<file path="src/mem_pkg.sv">
`default_nettype none

package mem_pkg;

    typedef logic [31:0] word_t;        // Data or byte address.
    typedef logic [4:0]  reg_id_t;      // Register number. Register 0 never forwards.
    typedef logic [3:0]  byte_en_t;     // Bit i covers byte i.
    typedef logic [1:0]  offset_t;      // Byte offset within a word.

    typedef enum logic [2:0] {
        LD_NONE = 3'd0,
        LD_B    = 3'd1,
        LD_BU   = 3'd2,
        LD_H    = 3'd3,
        LD_HU   = 3'd4,
        LD_W    = 3'd5,
        LD_WL   = 3'd6,
        LD_WR   = 3'd7
    } load_kind_t;

    typedef enum logic [2:0] {
        ST_NONE = 3'd0,
        ST_B    = 3'd1,
        ST_H    = 3'd2,
        ST_W    = 3'd3,
        ST_WL   = 3'd4,
        ST_WR   = 3'd5
    } store_kind_t;

    typedef enum logic {
        ACC_IDLE = 1'b0,
        ACC_WAIT = 1'b1
    } access_state_t;

    localparam int RAM_WORDS   = 64;
    localparam int RAM_ADDR_W  = 6;
    localparam int RAM_LATENCY = 2;    // Cycles from request to data_ok.
    localparam int RAM_CNT_W   = $clog2(RAM_LATENCY + 1);

endpackage

`default_nettype wire

</file>
<file path="src/mem_access_ctrl.sv">
`timescale 1ns/1ps
`default_nettype none

module mem_access_ctrl (
    input  wire  Clk,
    input  wire  rst_n,
    input  wire  flush,
    input  wire  mem_op,
    input  wire  is_store,
    input  wire  data_ok,
    output logic mem_read,
    output logic mem_write,
    output logic stall
);

    mem_pkg::access_state_t state;
    mem_pkg::access_state_t state_nxt;
    logic                   issue;
    logic                   waiting;

    // A flushed instruction never reaches memory.
    assign issue   = (state == mem_pkg::ACC_IDLE) && mem_op && !flush;
    assign waiting = (state == mem_pkg::ACC_WAIT) && !data_ok && !flush;

    assign mem_read  = issue && !is_store;
    assign mem_write = issue && is_store;

    // Low in the data_ok cycle so the pipeline register captures the reply.
    assign stall = issue || waiting;

    always_comb begin
        state_nxt = state;
        case (state)
            mem_pkg::ACC_IDLE: begin
                if (issue) begin
                    state_nxt = mem_pkg::ACC_WAIT;
                end
            end
            mem_pkg::ACC_WAIT: begin
                if (data_ok || flush) begin
                    state_nxt = mem_pkg::ACC_IDLE;     // Flush abandons the access.
                end
            end
            default: begin
                state_nxt = mem_pkg::ACC_IDLE;
            end
        endcase
    end

    always_ff @(posedge Clk) begin
        if (!rst_n) begin
            state <= mem_pkg::ACC_IDLE;
        end else begin
            state <= state_nxt;
        end
    end

endmodule

`default_nettype wire

</file>
<file path="src/store_align.sv">
`timescale 1ns/1ps
`default_nettype none

module store_align (
    input  wire  mem_pkg::store_kind_t store_kind,
    input  wire  mem_pkg::offset_t     offset,
    input  wire  mem_pkg::word_t       rt_value,
    output mem_pkg::word_t             wdata,
    output mem_pkg::byte_en_t          byte_en
);

    logic [4:0] left_amt;
    logic [4:0] right_amt;

    assign left_amt  = {offset, 3'b000};       // 8*k.
    assign right_amt = {~offset, 3'b000};      // 8*(3-k).

    always_comb begin
        wdata   = rt_value;
        byte_en = 4'b0000;
        case (store_kind)
            mem_pkg::ST_B: begin
                wdata   = {4{rt_value[7:0]}};
                byte_en = 4'b0001 << offset;
            end
            mem_pkg::ST_H: begin
                wdata   = {2{rt_value[15:0]}};
                byte_en = 4'b0011 << offset;   // Offset is even.
            end
            mem_pkg::ST_W: begin
                byte_en = 4'b1111;
            end
            mem_pkg::ST_WL: begin
                // High bytes of rt land in lanes k down to 0.
                wdata   = rt_value >> right_amt;
                byte_en = 4'b1111 >> (2'd3 - offset);
            end
            mem_pkg::ST_WR: begin
                wdata   = rt_value << left_amt;
                byte_en = 4'b1111 << offset;
            end
            default: begin
                byte_en = 4'b0000;
            end
        endcase
    end

endmodule

`default_nettype wire

</file>
<file path="src/load_extend.sv">
`timescale 1ns/1ps
`default_nettype none

module load_extend (
    input  wire  mem_pkg::word_t      raw,
    input  wire  mem_pkg::offset_t    offset,
    input  wire  mem_pkg::load_kind_t load_kind,
    input  wire                       reg_write,
    output mem_pkg::word_t            data,
    output mem_pkg::byte_en_t         reg_byte_en
);

    mem_pkg::word_t    down;
    mem_pkg::word_t    up;
    mem_pkg::byte_en_t all_en;

    assign down   = raw >> {offset, 3'b000};      // Addressed byte moved to bit 0.
    assign up     = raw << {~offset, 3'b000};     // Addressed byte moved to bit 24.
    assign all_en = {4{reg_write}};

    always_comb begin
        data        = raw;
        reg_byte_en = all_en;
        case (load_kind)
            mem_pkg::LD_B: begin
                data = {{24{down[7]}}, down[7:0]};
            end
            mem_pkg::LD_BU: begin
                data = {24'h000000, down[7:0]};
            end
            mem_pkg::LD_H: begin
                data = {{16{down[15]}}, down[15:0]};
            end
            mem_pkg::LD_HU: begin
                data = {16'h0000, down[15:0]};
            end
            mem_pkg::LD_W: begin
                data = raw;
            end
            mem_pkg::LD_WL: begin
                // Fills register bytes 3 down to 3-k.
                data        = up;
                reg_byte_en = all_en & (4'b1111 << (2'd3 - offset));
            end
            mem_pkg::LD_WR: begin
                // Fills register bytes 3-k down to 0.
                data        = down;
                reg_byte_en = all_en & (4'b1111 >> offset);
            end
            default: begin
                data = raw;               // Non-load result.
            end
        endcase
    end

endmodule

`default_nettype wire

</file>
<file path="src/mem_stage.sv">
`timescale 1ns/1ps
`default_nettype none

module mem_stage (
    input  wire                             Clk,
    input  wire                             rst_n,
    input  wire                             flush,
    input  wire  mem_pkg::word_t            e_pc,
    input  wire  mem_pkg::word_t            e_result,
    input  wire  mem_pkg::word_t            e_store_data,
    input  wire  mem_pkg::reg_id_t          e_rt_id,
    input  wire  mem_pkg::reg_id_t          e_reg_id,
    input  wire  mem_pkg::load_kind_t       e_load_kind,
    input  wire  mem_pkg::store_kind_t      e_store_kind,
    input  wire                             e_reg_write,
    input  wire  mem_pkg::word_t            mem_rdata,
    input  wire                             data_ok,
    output logic                            stall,
    output logic                            mem_read,
    output logic                            mem_write,
    output logic [mem_pkg::RAM_ADDR_W-1:0]  mem_addr,
    output mem_pkg::word_t                  mem_wdata,
    output mem_pkg::byte_en_t               mem_byte_en,
    output logic                            m_reg_write,
    output mem_pkg::byte_en_t               m_reg_byte_en,
    output mem_pkg::reg_id_t                m_reg_id,
    output mem_pkg::word_t                  m_data,
    output mem_pkg::word_t                  m_pc
);

    logic                 is_load;
    logic                 is_store;
    logic                 fwd_hit;
    mem_pkg::word_t       rt_value;
    mem_pkg::word_t       result_sel;
    mem_pkg::offset_t     e_offset;

    mem_pkg::word_t       m_raw;
    mem_pkg::offset_t     m_offset;
    mem_pkg::load_kind_t  m_load_kind;

    assign is_load  = (e_load_kind != mem_pkg::LD_NONE);
    assign is_store = (e_store_kind != mem_pkg::ST_NONE);
    assign e_offset = e_result[1:0];
    assign mem_addr = e_result[mem_pkg::RAM_ADDR_W+1:2];    // Word address.

    // Load followed by a store of the same register.
    assign fwd_hit  = (e_rt_id != 5'd0) && m_reg_write && (m_reg_id == e_rt_id);
    assign rt_value = fwd_hit ? m_data : e_store_data;

    assign result_sel = is_load ? mem_rdata : e_result;

    mem_access_ctrl u_ctrl (
        .Clk       (Clk),
        .rst_n     (rst_n),
        .flush     (flush),
        .mem_op    (is_load || is_store),
        .is_store  (is_store),
        .data_ok   (data_ok),
        .mem_read  (mem_read),
        .mem_write (mem_write),
        .stall     (stall)
    );

    store_align u_store_align (
        .store_kind (e_store_kind),
        .offset     (e_offset),
        .rt_value   (rt_value),
        .wdata      (mem_wdata),
        .byte_en    (mem_byte_en)
    );

    always_ff @(posedge Clk) begin
        if (!rst_n || flush) begin
            m_reg_write <= 1'b0;
            m_reg_id    <= '0;
            m_load_kind <= mem_pkg::LD_NONE;
        end else if (!stall) begin
            m_reg_write <= e_reg_write;
            m_reg_id    <= e_reg_id;
            m_load_kind <= e_load_kind;
        end
    end

    // Result, offset and pc of the captured instruction.
    always_ff @(posedge Clk) begin
        if (!stall) begin
            m_raw    <= result_sel;
            m_offset <= e_offset;
            m_pc     <= e_pc;
        end
    end

    load_extend u_load_extend (
        .raw         (m_raw),
        .offset      (m_offset),
        .load_kind   (m_load_kind),
        .reg_write   (m_reg_write),
        .data        (m_data),
        .reg_byte_en (m_reg_byte_en)
    );

endmodule

`default_nettype wire

</file>
<file path="src/data_ram.sv">
`timescale 1ns/1ps
`default_nettype none

module data_ram (
    input  wire                             Clk,
    input  wire                             rst_n,
    input  wire                             mem_read,
    input  wire                             mem_write,
    input  wire  [mem_pkg::RAM_ADDR_W-1:0]  mem_addr,
    input  wire  mem_pkg::word_t            mem_wdata,
    input  wire  mem_pkg::byte_en_t         mem_byte_en,
    output mem_pkg::word_t                  mem_rdata,
    output logic                            data_ok
);

    mem_pkg::word_t                  mem [mem_pkg::RAM_WORDS];
    logic [mem_pkg::RAM_ADDR_W-1:0]  addr_q;
    logic [mem_pkg::RAM_CNT_W-1:0]   delay_cnt;
    logic                            pending;

    assign data_ok   = pending && (delay_cnt == '0);
    assign mem_rdata = mem[addr_q];     // Word as it stands now.

    always_ff @(posedge Clk) begin
        if (!rst_n) begin
            for (int i = 0; i < mem_pkg::RAM_WORDS; i++) begin
                mem[i] <= '0;
            end
        end else if (mem_write) begin
            for (int b = 0; b < 4; b++) begin
                if (mem_byte_en[b]) begin
                    mem[mem_addr][8*b +: 8] <= mem_wdata[8*b +: 8];
                end
            end
        end
    end

    // A new request restarts the delay and replaces any abandoned one.
    always_ff @(posedge Clk) begin
        if (!rst_n) begin
            pending   <= 1'b0;
            delay_cnt <= '0;
        end else if (mem_read || mem_write) begin
            pending   <= 1'b1;
            delay_cnt <= mem_pkg::RAM_CNT_W'(mem_pkg::RAM_LATENCY - 1);
        end else if (pending) begin
            if (delay_cnt == '0) begin
                pending <= 1'b0;        // Reply given this cycle.
            end else begin
                delay_cnt <= delay_cnt - 1'b1;
            end
        end
    end

    always_ff @(posedge Clk) begin
        if (mem_read || mem_write) begin
            addr_q <= mem_addr;
        end
    end

endmodule

`default_nettype wire

</file>
<file path="src/mem_subsystem.sv">
`timescale 1ns/1ps
`default_nettype none

module mem_subsystem (
    input  wire                         Clk,
    input  wire                         rst_n,
    input  wire                         flush,
    input  wire  mem_pkg::word_t        e_pc,
    input  wire  mem_pkg::word_t        e_result,
    input  wire  mem_pkg::word_t        e_store_data,
    input  wire  mem_pkg::reg_id_t      e_rt_id,
    input  wire  mem_pkg::load_kind_t   e_load_kind,
    input  wire  mem_pkg::store_kind_t  e_store_kind,
    input  wire                         e_reg_write,
    input  wire  mem_pkg::reg_id_t      e_reg_id,
    output logic                        stall,
    output logic                        m_reg_write,
    output mem_pkg::byte_en_t           m_reg_byte_en,
    output mem_pkg::reg_id_t            m_reg_id,
    output mem_pkg::word_t              m_data,
    output mem_pkg::word_t              m_pc
);

    logic                            mem_read;
    logic                            mem_write;
    logic [mem_pkg::RAM_ADDR_W-1:0]  mem_addr;
    mem_pkg::word_t                  mem_wdata;
    mem_pkg::byte_en_t               mem_byte_en;
    mem_pkg::word_t                  mem_rdata;
    logic                            data_ok;

    mem_stage u_mem_stage (
        .Clk           (Clk),
        .rst_n         (rst_n),
        .flush         (flush),
        .e_pc          (e_pc),
        .e_result      (e_result),
        .e_store_data  (e_store_data),
        .e_rt_id       (e_rt_id),
        .e_reg_id      (e_reg_id),
        .e_load_kind   (e_load_kind),
        .e_store_kind  (e_store_kind),
        .e_reg_write   (e_reg_write),
        .mem_rdata     (mem_rdata),
        .data_ok       (data_ok),
        .stall         (stall),
        .mem_read      (mem_read),
        .mem_write     (mem_write),
        .mem_addr      (mem_addr),
        .mem_wdata     (mem_wdata),
        .mem_byte_en   (mem_byte_en),
        .m_reg_write   (m_reg_write),
        .m_reg_byte_en (m_reg_byte_en),
        .m_reg_id      (m_reg_id),
        .m_data        (m_data),
        .m_pc          (m_pc)
    );

    data_ram u_data_ram (
        .Clk         (Clk),
        .rst_n       (rst_n),
        .mem_read    (mem_read),
        .mem_write   (mem_write),
        .mem_addr    (mem_addr),
        .mem_wdata   (mem_wdata),
        .mem_byte_en (mem_byte_en),
        .mem_rdata   (mem_rdata),
        .data_ok     (data_ok)
    );

endmodule

`default_nettype wire

</file>
<file path="config.mk">
export PLATFORM = sky130hd
export DESIGN_NAME = mem_subsystem
export DESIGN_NICKNAME = d
export VERILOG_FILES = /design/src/mem_pkg.sv /design/src/mem_access_ctrl.sv /design/src/store_align.sv /design/src/load_extend.sv /design/src/mem_stage.sv /design/src/data_ram.sv /design/src/mem_subsystem.sv
export SDC_FILE = /design/constraint.sdc
export NUM_CORES = 2
export LEC_CHECK = 0
export BUFFER_PORTS_ARGS = -buffer_cell sky130_fd_sc_hd__buf_2
export CORE_ASPECT_RATIO = 1.2
export CORE_MARGIN = 2
export CORE_UTILIZATION = 50
export DETAILED_ROUTE_END_ITERATION = 7
export PLACE_DENSITY = 0.66
export SLEW_MARGIN = 20
export SYNTH_ARGS = -nofsm -noshare
export SYNTH_HDL_FRONTEND = slang
export SYNTH_SLANG_ARGS = --single-unit
</file>
<file path="constraint.sdc">
create_clock -name Clk -period 5.8 [get_ports Clk]
set_input_delay 0 -clock Clk [delete_from_list [all_inputs] [get_ports Clk]]
set_output_delay 0 -clock Clk [all_outputs]
set_load 0.01 [all_outputs]
</file>
==> flow_summary.ini <==
[power_and_ir_drop]
vdd_drop_max_uv = 340
totalPowerFinal_mw = 35.7
power.leakage_nw = 37.0
power.density_nw_per_um2 = 327

[detailed_routing]
drc = 0
wl_met3_um = 29400
ant_nets = 0
wl_um = 289000
firstDrtPassIters = 7
topRoutingLayerUsed = met5
num_vias = 62200
drt_iter0_drc = 9048
avgRoutedWirePerCell_um = 30.2
wl_met2_um = 138000
wl_met1_um = 107000
via_per_inst = 6.49

[sta]
tightest_slew_ps = 1290
hold_viol = 0
timing.fmax_mhz = 225
grt_setup_unrepaired = false
slew_headroom = 0.142
period_share = 0.767
fin_skew_ps = 64.0
fin_tns_setup_ps = 0
drv_slew = 0
fin_crit_ps = 4450
setup_viol = 0

[placed_design]
place_hpwl_um = 187000
globalplace.congestion = 0.990
port_buffers = 190

[logic_synthesis]
synth.distinct_cells = 80
yosysMostFrequentCell = edfxtp_1
syn_nets = 6776
yosysSeqAreaShare = 0.658
synth_top_area_frac = 0.654
yosys-top-cells-area = edfxtp_1 65%, mux4_2 16%, nor2_1 5.7%, a21oi_1 3.2%, nand2_1 2.3%
async_flop_share = 0
synthFlopType = edfxtp_1
syn_area_um2 = 97300
synth_edf_count = 2120
ys_ff_latch = 2139
synth_top_area_cell = edfxtp_1
synth_common_cells = 2120 x edfxtp_1, 1469 x nor2_1, 680 x mux4_2
ys_warn_count = 0
synth.avg_cell_area_um2 = 14.6
syn_inst = 6659

[setup_path]
cp-start-kind = flop
crit_fanout = 64
crit_path_cell_trace = or2_1 -> o21a_1 -> nor3_4 -> buf_12 -> mux2i_1 -> o32ai_1 -> a221oi_4 -> buf_4 -> a21oi_1
critPathKind = flop to flop
crit_required_ps = 6320
cpPeakStageDelay_ps = 810
end_kind = flop
critPathArrivalTime_ps = 4970
critical_path.slowest_cell = nor3_4

[job]
maxCapViolations = 0

[finish]
area_delta_synth_final_pct = 12.4
layout-drive-gt1-share = 0.218
final_nets = 6929
multi_input_area_um2 = 31400
regArea_um2 = 64100
nFillCells = 15200

[floorplanning]
start_util = 0.503
fp.dieW_um = 407
ios = 191
die_area_um2 = 198000
rows = 177
die_y_um = 487
core-area_um2 = 194000

[cts]
post_cts_buffers = 0
cts_max_level = 4
cts_root_buf = clkbuf_16
clkTransAtPathRegs_ps = 80
cts_tree = done
cts_hold_buf = 169
clock-sinks = 2139
clk_path_buf_depth = 3
cts_buffers = 200
clk_latency_ps = 880
cts_resized = 0

[global_routing]
grt_overflow = 0
grt_pass1_vias = 60700
track_usage = 0.291
grt_start_max_net_pins = 85
grt_pass1_wl_um = 420000
antenna_found_initial = 17

[hold_path]
holdCritPathClass = input pin to flop

[run_status]
outcome = complete, no violations
## critical path, delay by kind of cell, from the launching register on
family | cells | cell delay, ps
muxes | 1 | 630
AOI/OAI and AO/OA | 4 | 970
DFF | 1 | 340
and+or+nand+nor | 2 | 1080
buffers and inverters | 2 | 970
## final timing paths
check        slack, ps                              endpoint                                 start  cells past startpoint
max               1350  u_data_ram.mem[34][21]$_SDFFCE_PN0P_  u_mem_stage.m_reg_id[4]$_SDFFE_PP0N_                      9
min                 70       u_mem_stage.m_raw[11]$_DFFE_PN_                          e_result[11]                      3
max reg2reg       1350  u_data_ram.mem[34][21]$_SDFFCE_PN0P_  u_mem_stage.m_reg_id[4]$_SDFFE_PP0N_                      9
min reg2reg        560  u_data_ram.delay_cnt[1]$_SDFFE_PP0P_  u_data_ram.delay_cnt[1]$_SDFFE_PP0P_                      1
## cell usage in the layout, fill, tap and decap left out, types with 20 or more instances in the layout
master            n
inv_1            30
mux2i_1          40
dlygate4sd3_1   169
o22ai_1          27
a21oi_1         622
nor3_1           77
clkbuf_16       202
mux4_2          680
buf_12           44
buf_4            88
clkbuf_1         43
nand2_1         599
clkinv_2         30
nor2_2           98
clkinv_1         50
edfxtp_1       2120
nand3_1          20
buf_2           189
nor2_1         1419
mux2_2           39
## per-stage QoR
stage | instances | util | hold slack (ps) | cell area, µm² | setup slack [ps]
after global placement | 9036 | 0.523 | 178 | 101000 | 1650
after global routing | 9567 | 0.565 | 51.7 | 109000 | 1210
after CTS | 9566 | 0.565 | 6.85 | 109000 | 1490
after floorplan | 6659 | - | 98.9 | 97300 | 1710
final | 9574 | 0.565 | 73.3 | 109000 | 1350
after detailed placement | 9036 | 0.523 | 178 | 101000 | 1530
## sequential cells by signal, summed over array words and instances (netlist names), named ones only
signal	flops
u_mem_stage.m_pc	32
u_mem_stage.m_raw	32
u_mem_stage.m_reg_write	1
u_data_ram.mem	2048
u_mem_stage.m_load_kind	3
u_mem_stage.u_ctrl.state	1
u_data_ram.pending	1
u_mem_stage.m_reg_id	5
u_data_ram.delay_cnt	2
u_mem_stage.m_offset	2
u_data_ram.addr_q	6
## cells by family (layout without fill, tap and decap cells)
family / after synthesis / in the layout / share of synthesized area
buffers and inverters: 572 / 884 / 0.0246
AOI/OAI and AO/OA: 866 / 866 / 0.0551
and+or+nand+nor: 2310 / 2310 / 0.0949
other: 0 / 8 / 0
muxes: 761 / 761 / 0.166
adders and majority gates: 1 / 1 / 0.000129
xor gates and xnor gates: 10 / 10 / 0.000900
DFF: 2139 / 2139 / 0.658
## layer usage
metal | vias to the layer above | track usage
li1 | 25700 | -
met1 | 32000 | 0.397
met2 | 3854 | 0.460
met3 | 660 | 0.0508
met4 | 12 | 0.135
met5 | - | 0
## power by group
group          internal (mW)  switching [mW]
Sequential              17.6           0.397
Clock                   7.05            5.91
Combinational           1.87            2.87
Total                   26.5            9.18
## layout make-up
class | instances | area share
antenna | 8 | 0.000183
clock buffer | 245 | 0.0477
clock inverter | 116 | 0.0104
inverter | 32 | 0.00110
multi-input combinational | 3948 | 0.287
sequential | 2139 | 0.586
tap | 2595 | 0.0297
timing repair buffer | 491 | 0.0383
No activity file was read; power rests on OpenSTA's default activity.
